--- src/hdl/chip_pkg.sv ---
/*
 * Shared constants and enums for the SPI-to-RAM chip subsystem.
 * Imported by the RTL modules and by the testbench.
 */
package chip_pkg;

  // RAM geometry
  localparam int RAM_AW = 14;
  localparam int DATA_W = 32;

  // SPI frame layout, in bits per phase
  localparam int OP_BITS   = 8;
  localparam int ADDR_BITS = 16;
  localparam int BIT_CNT_W = 5;

  // special word addresses watched by the status monitor
  localparam logic [RAM_AW-1:0] SW_STATUS_ADDR = 14'h3ff0;
  localparam logic [RAM_AW-1:0] SW_LOG_ADDR    = 14'h3ff1;

  // command opcodes, anything else is ignored by the slave
  typedef enum logic [7:0] {
    OP_WRITE = 8'h02,
    OP_READ  = 8'h03
  } spi_op_e;

  // frame phase of the SPI command slave
  typedef enum logic [1:0] {
    ST_OPCODE,
    ST_ADDR,
    ST_DATA,
    ST_IGNORE
  } spi_state_e;

  // test status codes, carried in the low 16 bits of the status word
  typedef enum logic [15:0] {
    STATUS_IN_BOOT_ROM = 16'hb090,
    STATUS_IN_TEST     = 16'h4354,
    STATUS_PASSED      = 16'h900d,
    STATUS_FAILED      = 16'hbaad
  } sw_status_e;

endpackage

--- src/hdl/sw_status_mon.sv ---
/*
 * Software status monitor. Snoops RAM write requests to the test-status
 * and software-log words and reports them on chip outputs.
 */
`timescale 1ns/1ps

module sw_status_mon import chip_pkg::*; (
  input  logic              clk,
  input  logic              rst_i,
  input  logic              req_i,
  input  logic              write_i,
  input  logic [RAM_AW-1:0] addr_i,
  input  logic [DATA_W-1:0] wdata_i,
  output sw_status_e        status_o,
  output logic              test_done_o,
  output logic              test_passed_o,
  output logic              log_valid_o,
  output logic [DATA_W-1:0] log_data_o
);

  logic wr_req;
  logic status_hit;
  logic log_hit;

  sw_status_e        status_q;
  logic              done_q;
  logic              passed_q;
  logic              log_valid_q;
  logic [DATA_W-1:0] log_data_q;

  assign wr_req     = req_i & write_i;
  assign status_hit = wr_req && addr_i == SW_STATUS_ADDR;
  assign log_hit    = wr_req && addr_i == SW_LOG_ADDR;

  always_ff @(posedge clk) begin
    if (rst_i) begin
      status_q    <= STATUS_IN_BOOT_ROM;
      done_q      <= 1'b0;
      passed_q    <= 1'b0;
      log_valid_q <= 1'b0;
    end else begin
      log_valid_q <= log_hit;
      if (status_hit) begin
        // unknown codes leave everything as it was
        case (wdata_i[15:0])
          STATUS_IN_BOOT_ROM: begin
            status_q <= STATUS_IN_BOOT_ROM;
          end
          STATUS_IN_TEST: begin
            status_q <= STATUS_IN_TEST;
            done_q   <= 1'b0;
            passed_q <= 1'b0;
          end
          STATUS_PASSED: begin
            status_q <= STATUS_PASSED;
            done_q   <= 1'b1;
            passed_q <= 1'b1;
          end
          STATUS_FAILED: begin
            status_q <= STATUS_FAILED;
            done_q   <= 1'b1;
            passed_q <= 1'b0;
          end
          default: ;
        endcase
      end
    end
  end

  // log word held until the next log write
  always_ff @(posedge clk) begin
    if (log_hit) begin
      log_data_q <= wdata_i;
    end
  end

  assign status_o      = status_q;
  assign test_done_o   = done_q;
  assign test_passed_o = passed_q;
  assign log_valid_o   = log_valid_q;
  assign log_data_o    = log_data_q;

  a_passed_is_done: assert property (@(posedge clk) disable iff (rst_i)
    test_passed_o |-> test_done_o);

endmodule

--- config.mk ---
export PLATFORM = sky130hd
export DESIGN_NAME = sw_status_mon
export DESIGN_NICKNAME = d
export VERILOG_FILES = /design/src/hdl/chip_pkg.sv /design/src/hdl/sw_status_mon.sv
export SDC_FILE = /design/constraint.sdc
export NUM_CORES = 1
export LEC_CHECK = 0
export BUFFER_PORTS_ARGS = -buffer_cell sky130_fd_sc_hd__buf_2
export CORE_UTILIZATION = 46
export CTS_CLUSTER_SIZE = 28
export DETAILED_ROUTE_END_ITERATION = 10
export PLACE_DENSITY = 0.91
export SYNTH_ARGS = -nofsm -noshare
export SYNTH_HDL_FRONTEND = slang
export SYNTH_SLANG_ARGS = --single-unit
--- constraint.sdc ---
create_clock -name clk -period 5.1 [get_ports clk]
set_clock_uncertainty 0.05 [all_clocks]
set_input_delay 0.255 -clock clk [delete_from_list [all_inputs] [get_ports clk]]
set_output_delay 0.255 -clock clk [all_outputs]
set_load 0.05 [all_outputs]
==> flow_metrics.env <==
export IMPL_wl_per_cell_um=12.71
export IMPL_cp_max_fo=33
export IMPL_cp_slowest_stage_delay_ns=0.53
export IMPL_core_rowCount=21
export IMPL_hold_viol=0
export IMPL_power_density_nw_per_um2=292.7
export IMPL_final_util_pct=66.37
export IMPL_setup_violations=0
export IMPL_crit_path_cell_trace="buf_2, or4b_4, nor4_4, and4_1, buf_4"
export IMPL_numClockSinks=43
export IMPL_synth_ff_type="edfxtp_1"
export IMPL_muxShareOfSynthArea_pct=0.5988
export IMPL_fin_cells=258
export IMPL_synthArstFlopShare_pct=0
export IMPL_cts_tree="done"
export IMPL_drt_first_pass_iters=4
export IMPL_synthAdderAreaFrac_pct=0
export IMPL_io_buffers=98
export IMPL_synth_compound_area_share_pct=7.784
export IMPL_postSynthCellCount=113
export IMPL_ys_types=39
export IMPL_synth_seq_cells=43
export IMPL_wl_um=3279
export IMPL_ctsResizeCount=0
export IMPL_grt_remaining_overflow=0
export IMPL_synth_top_family_by_area="simple AND/OR/NAND/NOR gates"
export IMPL_routed_via_density=4.984
export IMPL_finalWorstSetupSlack_ns=3.393
export IMPL_hold_start="wdata_i[26]"
export IMPL_placed_area_um2=2156
export IMPL_antenna_found_initial=0
export IMPL_drv_cap=0
export IMPL_routabilityCongestion=0.7667
export IMPL_drt_iter0_drc=98
export IMPL_placedCellCount=249
export IMPL_power_total_mw=0.6636
export IMPL_synth_area_leaders="edfxtp_1 57%, dfxtp_1 13%, buf_4 3.6%"
export IMPL_hp_class="primary input to flop"
export IMPL_core_um2=3416
export IMPL_clock_fmax_mhz=585.7
export IMPL_ys_warn_count=0
export IMPL_dr_total_vias=1286
export IMPL_hold_ws_ns=0.03467
export IMPL_design_area_um2=2267
export IMPL_timing_worst_setup_path_type="primary input to flop"
export IMPL_grt_max_degree=34
export IMPL_synth_top_area_share_pct=57.49
export IMPL_worstSetupEndpointType="flop"
export IMPL_synthTopCellsByCount="32 x edfxtp_1, 11 x dfxtp_1, 8 x buf_4"
export IMPL_yosys_area_share_simple_pct=16.24
export IMPL_yosysMostFrequentCell="edfxtp_1"
export IMPL_h_tree_depth=2
export IMPL_crit_required_ns=5.06
export IMPL_cts_clk_slew_worst_paths_ns=0.11
export IMPL_dp_slack_ns=3.028
export IMPL_drive_gt1_share_pct=52.36
export IMPL_worstPathArrival_ns=1.67
export IMPL_worstSetupStartpointType="primary input"
export IMPL_die_area_um2=3879
export IMPL_grt_pass1_vias=1186
export IMPL_status="completed"
export IMPL_synth_xor_area_share_pct=0
export IMPL_grt_first_pass_wirelength_um=5223
export IMPL_crit_slowest_cell="or4b_4"
export IMPL_post_cts_setup_buffer_count=0
export IMPL_ant_nets=0
export IMPL_pin_count=101
export IMPL_grt_usage_pct=17.37
export IMPL_slew_violations=0
export IMPL_clk_root_buffer_cell="clkbuf_4"
export IMPL_netlist_area_um2=1672
export IMPL_ys_seq_area_share_pct=70.66
export IMPL_timing_critical_path_buf_inv=2
export IMPL_postSynthAreaPerCell_um2=14.79
export IMPL_yosys_area_top_type="edfxtp_1"
export IMPL_synth_edf_count=32
export IMPL_area_growth_pct=35.63
export IMPL_fillerInstances=265
export IMPL_die_x_um=62.28
export IMPL_numCtsBuffers=5
export IMPL_ir_worst_vdd_mv=0.1312
export IMPL_fin_nets=261
export IMPL_r2r_start="test_passed_o$_SDFFE_PP0P_"
export IMPL_post_route_period_util_pct=33.48
export IMPL_dp_hpwl_um=2544
export IMPL_clk_latency_ns=0.34
export IMPL_cp_top_family="simple AND/OR/NAND/NOR gates"
export IMPL_initial_core_util_pct=48.94
export IMPL_rsz0062_at_grt="false"
export IMPL_drc=0
export IMPL_clk_path_buf_depth=2
export IMPL_tns_ns=0
export IMPL_die_y_um=62.28
export IMPL_fin_crit_ns=1.707
export IMPL_startpoint="addr_i[1]"
export IMPL_leakage_nw=0.9397
export IMPL_antenna_diode_count=0
==> layer usage <==
| layer | track usage [%] | up-vias | part of all wire [%] |
|---|---|---|---|
| li1 | - | 626 | - |
| met5 | 0 | - | 0 |
| met2 | 29.53 | 76 | 49 |
| met4 | 4.942 | 0 | 0.55 |
| met3 | 4.596 | 2 | 9.1 |
| met1 | 21.79 | 582 | 41 |
==> logic make-up after synthesis <==
group | after synthesis
buffers and inverters | 10
AND/OR/NAND/NOR | 39
AO/OA/AOI/OAI | 19
flip-flops | 43
multiplexers | 1
other | 1
==> layout by cell type (no fill, tap or decap), types with 3 or more instances in the layout <==
cell type  instances
nand2b_1           4
nand3_1            4
nand2_1            4
buf_2             98
o31a_1             3
a31oi_1            3
or3_1              3
nand4_1            4
edfxtp_1          32
dfxtp_1           11
a21oi_1            3
clkbuf_4           5
==> repair_timing <==
item,CTS,global route
hold endpoints to repair,0,1
setup endpoints to repair,0,0
hold buffers,0,1
==> registers in the layout, indices dropped and copies added, names as in the netlist <==
| signal | count |
|---|---|
| test_done_o | 1 |
| status_o | 8 |
| test_passed_o | 1 |
| log_valid_o | 1 |
| log_data_o | 32 |
==> layout make-up <==
class | instances | area, um2 | area share [%]
multi-input combinational | 61 | 419.2 | 18.49
tap | 46 | 57.56 | 2.539
sequential | 43 | 1181 | 52.10
clock inverter | 2 | 60.06 | 2.649
timing repair buffer | 100 | 508.0 | 22.41
clock buffer | 6 | 41.29 | 1.821
==> report_power, final <==
group	internal [mW]	total [mW]	switching, mW
combinational	0.0174	0.0340	0.0166
sequential	0.375	0.375	0.00000151
clock	0.153	0.255	0.102
total	0.545	0.664	0.119
==> worst paths after layout <==
kind | end | slack (ns) | cells past startpoint
min reg2reg | status_o[2]$_SDFFE_PP0P_ | 0.42 | 2
max reg2reg | test_passed_o$_SDFFE_PP0P_ | 4.23 | 3
min | log_data_o[26]$_DFFE_PP_ | 0.03 | 1
max | log_data_o[30]$_DFFE_PP_ | 3.39 | 5
Note: power is estimated with default switching activity, not from simulation.
