[src/hdl/chip_pkg.sv]
/*
 * Shared constants and enums for the SPI-to-RAM chip subsystem.
 * Imported by the RTL modules and by the testbench.
 */
package chip_pkg;

  // RAM geometry
  localparam int RAM_AW = 14;
  localparam int DATA_W = 32;

  // SPI frame layout, in bits per phase
  localparam int OP_BITS   = 8;
  localparam int ADDR_BITS = 16;
  localparam int BIT_CNT_W = 5;

  // special word addresses watched by the status monitor
  localparam logic [RAM_AW-1:0] SW_STATUS_ADDR = 14'h3ff0;
  localparam logic [RAM_AW-1:0] SW_LOG_ADDR    = 14'h3ff1;

  // command opcodes, anything else is ignored by the slave
  typedef enum logic [7:0] {
    OP_WRITE = 8'h02,
    OP_READ  = 8'h03
  } spi_op_e;

  // frame phase of the SPI command slave
  typedef enum logic [1:0] {
    ST_OPCODE,
    ST_ADDR,
    ST_DATA,
    ST_IGNORE
  } spi_state_e;

  // test status codes, carried in the low 16 bits of the status word
  typedef enum logic [15:0] {
    STATUS_IN_BOOT_ROM = 16'hb090,
    STATUS_IN_TEST     = 16'h4354,
    STATUS_PASSED      = 16'h900d,
    STATUS_FAILED      = 16'hbaad
  } sw_status_e;

endpackage

[src/hdl/spi_cmd_slave.sv]
/*
 * SPI mode 0 command slave. Receives opcode, address and data frames
 * from the host and turns them into single-cycle RAM requests.
 * Read data is shifted back out on sdo, MSB first.
 */
`timescale 1ns/1ps

module spi_cmd_slave import chip_pkg::*; (
  input  logic              clk,
  input  logic              rst_i,
  input  logic              sck_i,
  input  logic              csb_i,
  input  logic              sdi_i,
  input  logic [DATA_W-1:0] rdata_i,
  output logic              sdo_o,
  output logic              req_o,
  output logic              write_o,
  output logic [RAM_AW-1:0] addr_o,
  output logic [DATA_W-1:0] wdata_o
);

  // two-flop synchronizers for the pins
  logic [1:0] sck_sync_q;
  logic [1:0] csb_sync_q;
  logic [1:0] sdi_sync_q;
  logic       sck_prev_q;

  logic sck_s;
  logic csb_s;
  logic sdi_s;
  logic sck_rise;
  logic sck_fall;

  spi_state_e           state_q;
  spi_op_e              op_q;
  logic [BIT_CNT_W-1:0] cnt_q;
  logic [BIT_CNT_W-1:0] cnt_last;
  logic                 phase_done;

  logic              req_q;
  logic              write_q;
  logic              rd_load_q;
  logic              sdo_q;
  logic [DATA_W-1:0] in_sr_q;
  logic [DATA_W-1:0] shift_next;
  logic [DATA_W-1:0] out_sr_q;
  logic [RAM_AW-1:0] addr_q;
  logic              shift_out;

  assign sck_s = sck_sync_q[1];
  assign csb_s = csb_sync_q[1];
  assign sdi_s = sdi_sync_q[1];

  assign sck_rise = sck_s & ~sck_prev_q;
  assign sck_fall = ~sck_s & sck_prev_q;

  assign shift_next = {in_sr_q[DATA_W-2:0], sdi_s};

  // last bit index of the current phase
  always_comb begin
    case (state_q)
      ST_OPCODE: cnt_last = BIT_CNT_W'(OP_BITS - 1);
      ST_ADDR:   cnt_last = BIT_CNT_W'(ADDR_BITS - 1);
      default:   cnt_last = BIT_CNT_W'(DATA_W - 1);
    endcase
  end

  assign phase_done = (cnt_q == cnt_last);

  // only read frames drive sdo, and only in the data phase
  assign shift_out = sck_fall && !csb_s && state_q == ST_DATA && op_q == OP_READ;

  always_ff @(posedge clk) begin
    if (rst_i) begin
      sck_sync_q <= 2'b00;
      csb_sync_q <= 2'b11;
      sdi_sync_q <= 2'b00;
      sck_prev_q <= 1'b0;
      state_q    <= ST_OPCODE;
      op_q       <= OP_READ;
      cnt_q      <= '0;
      req_q      <= 1'b0;
      write_q    <= 1'b0;
      rd_load_q  <= 1'b0;
      sdo_q      <= 1'b0;
    end else begin
      sck_sync_q <= {sck_sync_q[0], sck_i};
      csb_sync_q <= {csb_sync_q[0], csb_i};
      sdi_sync_q <= {sdi_sync_q[0], sdi_i};
      sck_prev_q <= sck_s;

      req_q     <= 1'b0;
      write_q   <= 1'b0;
      // rdata is valid the cycle after a read request
      rd_load_q <= req_q & ~write_q;

      if (csb_s) begin
        // idle or aborted frame
        state_q <= ST_OPCODE;
        cnt_q   <= '0;
        sdo_q   <= 1'b0;
      end else begin
        if (sck_rise && state_q != ST_IGNORE) begin
          cnt_q <= phase_done ? '0 : cnt_q + 1'b1;
          if (phase_done) begin
            case (state_q)
              ST_OPCODE: begin
                if (shift_next[OP_BITS-1:0] == OP_WRITE ||
                    shift_next[OP_BITS-1:0] == OP_READ) begin
                  op_q    <= spi_op_e'(shift_next[OP_BITS-1:0]);
                  state_q <= ST_ADDR;
                end else begin
                  state_q <= ST_IGNORE;
                end
              end
              ST_ADDR: begin
                state_q <= ST_DATA;
                if (op_q == OP_READ) begin
                  req_q <= 1'b1;
                end
              end
              ST_DATA: begin
                state_q <= ST_IGNORE;
                if (op_q == OP_WRITE) begin
                  req_q   <= 1'b1;
                  write_q <= 1'b1;
                end
              end
              default: state_q <= ST_IGNORE;
            endcase
          end
        end
        if (shift_out) begin
          sdo_q <= out_sr_q[DATA_W-1];
        end
      end
    end
  end

  // payload shift registers
  always_ff @(posedge clk) begin
    if (sck_rise && !csb_s) begin
      in_sr_q <= shift_next;
      if (state_q == ST_ADDR && phase_done) begin
        addr_q <= shift_next[RAM_AW-1:0];
      end
    end
    if (rd_load_q) begin
      out_sr_q <= rdata_i;
    end else if (shift_out) begin
      out_sr_q <= {out_sr_q[DATA_W-2:0], 1'b0};
    end
  end

  assign sdo_o   = sdo_q;
  assign req_o   = req_q;
  assign write_o = write_q;
  assign addr_o  = addr_q;
  assign wdata_o = in_sr_q;

  // one request per frame, never back to back
  a_req_pulse: assert property (@(posedge clk) disable iff (rst_i) req_o |=> !req_o);

  a_write_with_req: assert property (@(posedge clk) disable iff (rst_i) write_o |-> req_o);

endmodule

[config.mk]
export PLATFORM = sky130hd
export DESIGN_NAME = spi_cmd_slave
export DESIGN_NICKNAME = d
export VERILOG_FILES = /design/src/hdl/chip_pkg.sv /design/src/hdl/spi_cmd_slave.sv
export SDC_FILE = /design/constraint.sdc
export NUM_CORES = 1
export LEC_CHECK = 0
export BUFFER_PORTS_ARGS = -buffer_cell sky130_fd_sc_hd__buf_4
export CAP_MARGIN = 25
export CELL_PAD_IN_SITES_DETAIL_PLACEMENT = 0
export CELL_PAD_IN_SITES_GLOBAL_PLACEMENT = 2
export CORE_MARGIN = 3
export CORE_UTILIZATION = 36
export CTS_BUF_LIST = sky130_fd_sc_hd__clkbuf_8
export CTS_CLUSTER_DIAMETER = 100
export DETAILED_ROUTE_END_ITERATION = 10
export GPL_ROUTABILITY_DRIVEN = 0
export PLACE_DENSITY = 0.84
export SETUP_SLACK_MARGIN = 0.05
export SLEW_MARGIN = 20
export SYNTH_ARGS = -nofsm -noshare
export SYNTH_HDL_FRONTEND = slang
export SYNTH_SLANG_ARGS = --single-unit
[constraint.sdc]
create_clock -name clk -period 3.8 [get_ports clk]
set_input_delay 0.38 -clock clk [delete_from_list [all_inputs] [get_ports clk]]
set_output_delay 0.38 -clock clk [all_outputs]
set_load 0.01 [all_outputs]
==> results of run 1 <==
==> layout by cell type (no fill, tap or decap), types with 2 or more instances in the layout <==
cell,count
a211oi_1,2
a21oi_1,2
a31oi_1,2
and2_1,7
and3_1,2
buf_4,87
clkbuf_8,9
dfxtp_1,26
edfxtp_1,78
ha_1,6
inv_1,3
inv_6,2
inv_8,3
mux2_2,31
mux2i_1,2
nand2_1,5
nand4_1,2
nor2_1,3
nor2b_1,5
nor3_1,5
nor4_1,2
or2_2,4
xor2_1,4
==> worst register-to-register path: stages (launching register included) <==
cell      delay [ns]
dfxtp_1         0.35
inv_1           0.11
ha_1            0.17
nor4bb_1        0.25
and4_1          0.25
or2_2           0.60
==> synth_stat cells, types with 3 or more instances <==
cell type | instances | area, sq um
or2_2 | 4 | 25.0
dfxtp_1 | 26 | 521
clkbuf_1 | 7 | 26.3
xor2_1 | 4 | 35.0
mux2_2 | 31 | 349
ha_1 | 6 | 75.1
nor2_1 | 3 | 11.3
nor3_1 | 5 | 25.0
and2_1 | 7 | 43.8
nand2_1 | 5 | 18.8
nor2b_1 | 5 | 31.3
edfxtp_1 | 78 | 2340
inv_1 | 3 | 11.3
==> registers in the layout (all words and copies together), names as in the netlist, 2 cells and up <==
signal / flops
state_q: 2
cnt_q: 5
op_q: 8
sck_sync_q: 2
out_sr_q: 32
sdi_sync_q: 2
addr_o: 14
csb_sync_q: 2
wdata_o: 32
==> area by class of cell <==
class | count | area, sq um
fillers | 892 | 5230
flip-flops and latches | 104 | 2860
multi-input cells | 101 | 871
repair buffers | 87 | 653
well taps | 133 | 166
clock buffers | 9 | 124
clock inverters | 7 | 86.3
inverters | 3 | 11.3
==> routing by layer <==
metal  GRT usage  vias to the layer above
met5           0                        -
met1       0.155                      988
met3      0.0472                        8
met2       0.169                       71
li1            -                      985
met4      0.0298                        0
==> cell families after synthesis <==
logic type / share of synthesized area
AO/OA/AOI/OAI: 0.0165
XOR/XNOR: 0.0116
adder cells (fa/ha/maj): 0.0198
buffers and inverters: 0.0159
flip-flops: 0.757
multiplexers: 0.0976
AND/OR/NAND/NOR: 0.0817
==> where the power goes <==
| group | internal [mW] | switching (mW) | leakage [nW] |
|---|---|---|---|
| Combinational | 0.0305 | 0.0148 | 0.720 |
| Clock | 0.322 | 0.391 | 0.110 |
| Sequential | 1.21 | 0.00433 | 0.916 |
| Total | 1.56 | 0.410 | 1.75 |
==> how the worst min path moves through the flow <==
stage / from / end / slack (ns) / cells past startpoint
floorplan: csb_sync_q[0]$_SDFF_PP1_ / csb_sync_q[1]$_SDFF_PP1_ / 0.39 / 1
global placement: csb_sync_q[0]$_SDFF_PP1_ / csb_sync_q[1]$_SDFF_PP1_ / 0.39 / 1
detailed placement: csb_sync_q[0]$_SDFF_PP1_ / csb_sync_q[1]$_SDFF_PP1_ / 0.39 / 1
CTS: csb_i / csb_sync_q[0]$_SDFF_PP1_ / 0.17 / 2
global route: csb_i / csb_sync_q[0]$_SDFF_PP1_ / 0.17 / 2
finish: csb_i / csb_sync_q[0]$_SDFF_PP1_ / 0.19 / 2
==> flow_summary_export.csv, run 1 <==
group,metric,value,unit
logic_synthesis,netlist_area,0.00378,sq mm
floorplanning,start_util,0.378,
timing,setup_viol,0,
critical_path,path_cells,"inv_1 > ha_1 > nor4bb_1 > and4_1 > or2_2",
placement,dpl_cell_area,0.00456,sq mm
critical_path,cp.depth,5,
critical_path,r2r_end,"out_sr_q[16]$_DFFE_PP_",
final_layout,layout.cells.non_filler,444,
floorplanning,core_area,0.0100,sq mm
critical_path,reg2reg_from,"state_q[0]$_SDFFE_PP0P_",
cts,ctsResizeCount,0,
critical_path,crit_arrival,2.11,ns
power_and_ir_drop,power,1.97,mW
logic_synthesis,synth_edf_count,78,
detailed_routing,via_per_inst,4.62,
logic_synthesis,netlist_instances,217,
power_and_ir_drop,power_density,413,mW/mm^2
cts,post_cts_buffers,0,
placement,dp_hpwl,4490,um
floorplanning,die_h,109,um
final_layout,stdcell_area,0.00477,sq mm
timing,setup_tns,0,ns
critical_path,ff2ff_setup_slack,1.70,ns
timing,hold_viol_final,0,
critical_path,crit_fanout,32,
floorplanning,design.die.area,0.0118,sq mm
final_layout,diodes,0,
detailed_routing,drc,0,
critical_path,critical_path_class,"flip-flop to flip-flop",
detailed_routing,drtIter0Drc,80,
detailed_routing,wire_per_inst,14.7,um
critical_path,worst_path_largest_cell_delay,0.60,ns
final_layout,nets,349,
placement,post-place-ws,1.67,ns
cts,cts_buffer_depth,2,
detailed_routing,wl_met3,556,um
timing,max_slew_margin,0.516,
cts,clock-sinks,104,
status,status,"complete, no violations",
timing,finClkSkew,0.00971,ns
cts,clock_latency,0.37,ns
cts,path_clk_slew,0.10,ns
critical_path,critPathTopFamily,"simple AND/OR/NAND/NOR gates",
timing,report.final.slew_viol_count,0,
final_layout,utilization,0.477,
grt,grt-ovfl-total,0,
logic_synthesis,async_reset_ff_frac,0,
detailed_routing,first_pass_iters,4,
detailed_routing,ant_nets,0,
timing,fin_crit,2.10,ns
logic_synthesis,ys_types,37,
logic_synthesis,synth_ff_type,"edfxtp_1",
cts,root_buffer,"clkbuf_8",
timing,worst_pin_slew,0.727,ns
critical_path,endpoint,"out_sr_q[16]$_DFFE_PP_",
critical_path,cp.buffers_inverters,1,
placement,dp_cells,428,
timing,fin_crit_sh,0.553,
grt,grt_util_all_layers,0.114,
placement,numPortBuffers,85,
timing,max_freq,476,MHz
timing,rsz0062_at_grt,"false",
detailed_routing,dr_total_vias,2052,
detailed_routing,routed-wl-met2,2890,um
logic_synthesis,yosysWarningCount,0,
grt,grt_max_degree,34,
grt,grt_pass1_wl,10000,um
grt,antenna_found_initial,0,
run,drv_cap,0,
detailed_routing,wl,6520,um
critical_path,startpoint,"state_q[0]$_SDFFE_PP0P_",
logic_synthesis,synth-seq-cells,104,
logic_synthesis,synth.avg_cell_area,17.4,sq um
floorplanning,die_w,109,um
critical_path,cp_slowest_cell,"or2_2",
cts,ctsHoldBuffers,0,
floorplanning,rows,36,
final_layout,synthToLayoutAreaGrowth,26.2,%
detailed_routing,wl_met1,3000,um
critical_path,startpoint_type,"flip-flop",
critical_path,worstPathRequired,3.80,ns
grt,grt_pass1_vias,1937,
critical_path,r2r_cells,5,
cts,cts_tree,"done",
final_layout,drive_above_1_share,0.463,
logic_synthesis,syn_nets,260,
logic_synthesis,yosysSeqAreaShare,0.757,
detailed_routing,dr.max_layer_used,"met4",
min_path,hold_path_class,"input port to flip-flop",
cts,h-tree-depth,3,
floorplanning,io_pins,86,
critical_path,end_kind,"flip-flop",
timing,fin_ws,1.70,ns
power_and_ir_drop,p_leak,1.75,nW
cts,cts_buffers,9,
timing,hold_slack,0.193,ns
power_and_ir_drop,irDropWorstVdd,169,uV
No activity file was read; power rests on OpenSTA's default activity.
==> run 2: changes to the inputs <==
==> constraint.sdc (replaced) <==
create_clock -name clk -period 1.73 [get_ports clk]
set_input_delay 0.173 -clock clk [delete_from_list [all_inputs] [get_ports clk]]
set_output_delay 0.173 -clock clk [all_outputs]
set_load 0.01 [all_outputs]
==> run 2 against run 1 <==
Against the previous run: the flow now finishes with violations (setup timing); via count rose by 6.2%; largest cell class unchanged; hold slack got worse by 0.14 ns; non-clock buffer count rose by 28.
==> flow_summary_export.csv, run 2 (synthesis results as in run 1) <==
group,metric,value,unit
status,status,"finished, violations left",
status,violations,"setup timing",
detailed_routing,drtIter0Drc,134,
timing,fin_ws,-0.00713,ns
detailed_routing,dr.max_layer_used,"met4",
timing,hold_viol_final,0,
critical_path,end_kind,"flip-flop",
detailed_routing,drc,0,
timing,setup_viol,10,
critical_path,startpoint_type,"flip-flop",
critical_path,crit_arrival,1.88,ns
final_layout,drive_above_1_share,0.576,
timing,worst_pin_slew,0.411,ns
timing,fin_crit,1.74,ns
detailed_routing,ant_nets,0,
grt,antenna_found_initial,0,
timing,finClkSkew,0.0137,ns
power_and_ir_drop,irDropWorstVdd,368,uV
placement,post-place-ws,-0.0584,ns
cts,path_clk_slew,0.11,ns
power_and_ir_drop,internal_power,3.34,mW
final_layout,final_cell_mix,"buf_4 (107), edfxtp_1 (78), mux2_2 (31), dfxtp_1 (22), clkbuf_8 (9)",
power_and_ir_drop,seqPwrFrac,0.619,
placement,dp_hpwl,4840,um
timing,max_freq,576,MHz
power_and_ir_drop,swShare,0.227,
timing,rsz0062_at_grt,"true",
min_path,hold_path_class,"input port to flip-flop",
floorplanning,rows,36,
final_layout,synthToLayoutAreaGrowth,37.8,%
detailed_routing,wl_met1,3300,um
power_and_ir_drop,p_clk_frac,0.355,
floorplanning,die_w,109,um
detailed_routing,first_pass_iters,4,
detailed_routing,via_per_inst,4.61,
floorplanning,core_area,0.0100,sq mm
power_and_ir_drop,power_density,828,mW/mm^2
cts,h-tree-depth,3,
critical_path,critical_path_class,"flip-flop to flip-flop",
grt,grt_max_degree,34,
grt,grt-ovfl-total,0,
detailed_routing,dr_total_vias,2180,
cts,cts_buffers,9,
final_layout,diodes,0,
detailed_routing,wire_per_inst,15.1,um
final_layout,nets,378,
power_and_ir_drop,power.switching,0.982,mW
timing,hold_slack,0.0553,ns
timing,fin_crit_sh,1.00,
final_layout,final_common_cell,"buf_4",
timing,report.final.slew_viol_count,0,
timing,max_slew_margin,0.722,
critical_path,worstPathRequired,1.88,ns
grt,grt_pass1_vias,2117,
grt,grt_pass1_wl,10900,um
cts,clock-sinks,104,
run,drv_cap,0,
critical_path,crit_fanout,10,
cts,cts_buffer_depth,2,
detailed_routing,routed-wl-met2,3260,um
placement,numPortBuffers,85,
detailed_routing,wl_met3,514,um
cts,cts_tree,"done",
floorplanning,io_pins,86,
floorplanning,start_util,0.378,
floorplanning,die_h,109,um
cts,clock_latency,0.37,ns
detailed_routing,wl,7160,um
power_and_ir_drop,p_leak,1.92,nW
cts,root_buffer,"clkbuf_8",
floorplanning,design.die.area,0.0118,sq mm
grt,grt_util_all_layers,0.122,
power_and_ir_drop,pwr-share-comb,0.027,
-- run 2: cell count changes in the layout (fill, tap and decap cells not counted), sizes merged --
cell,change
buf,+24
dlygate4sd3,+3
and4b,+1
bufinv,-1
clkbuf,+1
clkinv,+1
-- run 2: per-stage QoR --
| stage | std cells | utilization | total power [mW] | cell area, sq um | TNS (ns) |
|---|---|---|---|---|---|
| after detailed placement | 449 | 0.479 | 2.83 | 4790 | -0.567 |
| after floorplan | 217 | - | 2.75 | 3830 | -4.99 |
| after global routing | 473 | 0.521 | 4.49 | 5210 | -2.10 |
| after CTS | 471 | 0.511 | 4.36 | 5110 | -0.176 |
| final | 473 | 0.521 | 4.32 | 5210 | -0.0667 |
| after global placement | 449 | 0.479 | 2.83 | 4790 | -0.400 |
-- run 2: final cells by class --
cell class / instances / area, sq um
Multi-Input combinational cell: 102 / 1030
Clock inverter: 7 / 88.8
Inverter: 3 / 13.8
Timing Repair Buffer: 115 / 921
Tap cell: 133 / 166
Fill cell: 843 / 4790
Sequential cell: 104 / 2870
Clock buffer: 9 / 124
-- run 2: critical path, stage by stage, from the launching register on --
cell	delay [ns]
dfxtp_4	0.37
inv_4	0.04
buf_4	0.13
ha_4	0.15
nor4bb_4	0.14
and4_1	0.21
or2_4	0.29
clkbuf_16	0.18
-- run 2: path summary, 6_finish.rpt --
path	from	to	depth (start not counted)	slack (ns)
setup / recovery	state_q[0]$_SDFFE_PP0P_	out_sr_q[18]$_DFFE_PP_	7	-0.007
hold / removal	rst_i	sck_sync_q[1]$_SDFF_PP0_	2	0.06
setup reg to reg	state_q[0]$_SDFFE_PP0P_	out_sr_q[18]$_DFFE_PP_	7	-0.007
hold reg to reg	csb_sync_q[0]$_SDFF_PP1_	csb_sync_q[1]$_SDFF_PP1_	1	0.42
-- run 2: metal layers --
metal / global-route usage / vias up
met5: 0 / -
met4: 0.0433 / 0
met3: 0.0406 / 9
met2: 0.195 / 72
met1: 0.155 / 1050
li1: - / 1049
-- run 2: power groups by stage --
stage                     clock, mW  combinational, mW  sequential [mW]
after floorplan                   0             0.0220             2.73
after global placement            0              0.105             2.73
after detailed placement          0              0.106             2.73
after CTS                      1.58              0.113             2.67
after global routing           1.69              0.122             2.67
final                          1.53              0.115             2.67
-- run 2: repair_timing --
item / CTS / global route
resized for setup: 12 / 15
endpoints found under the hold margin: 3 / 0
endpoints found under the setup margin: 57 / 61
hold buffers: 3 / 0
pin swaps: 8 / 16
cloned: 1 / 1
setup buffers: 2 / 1
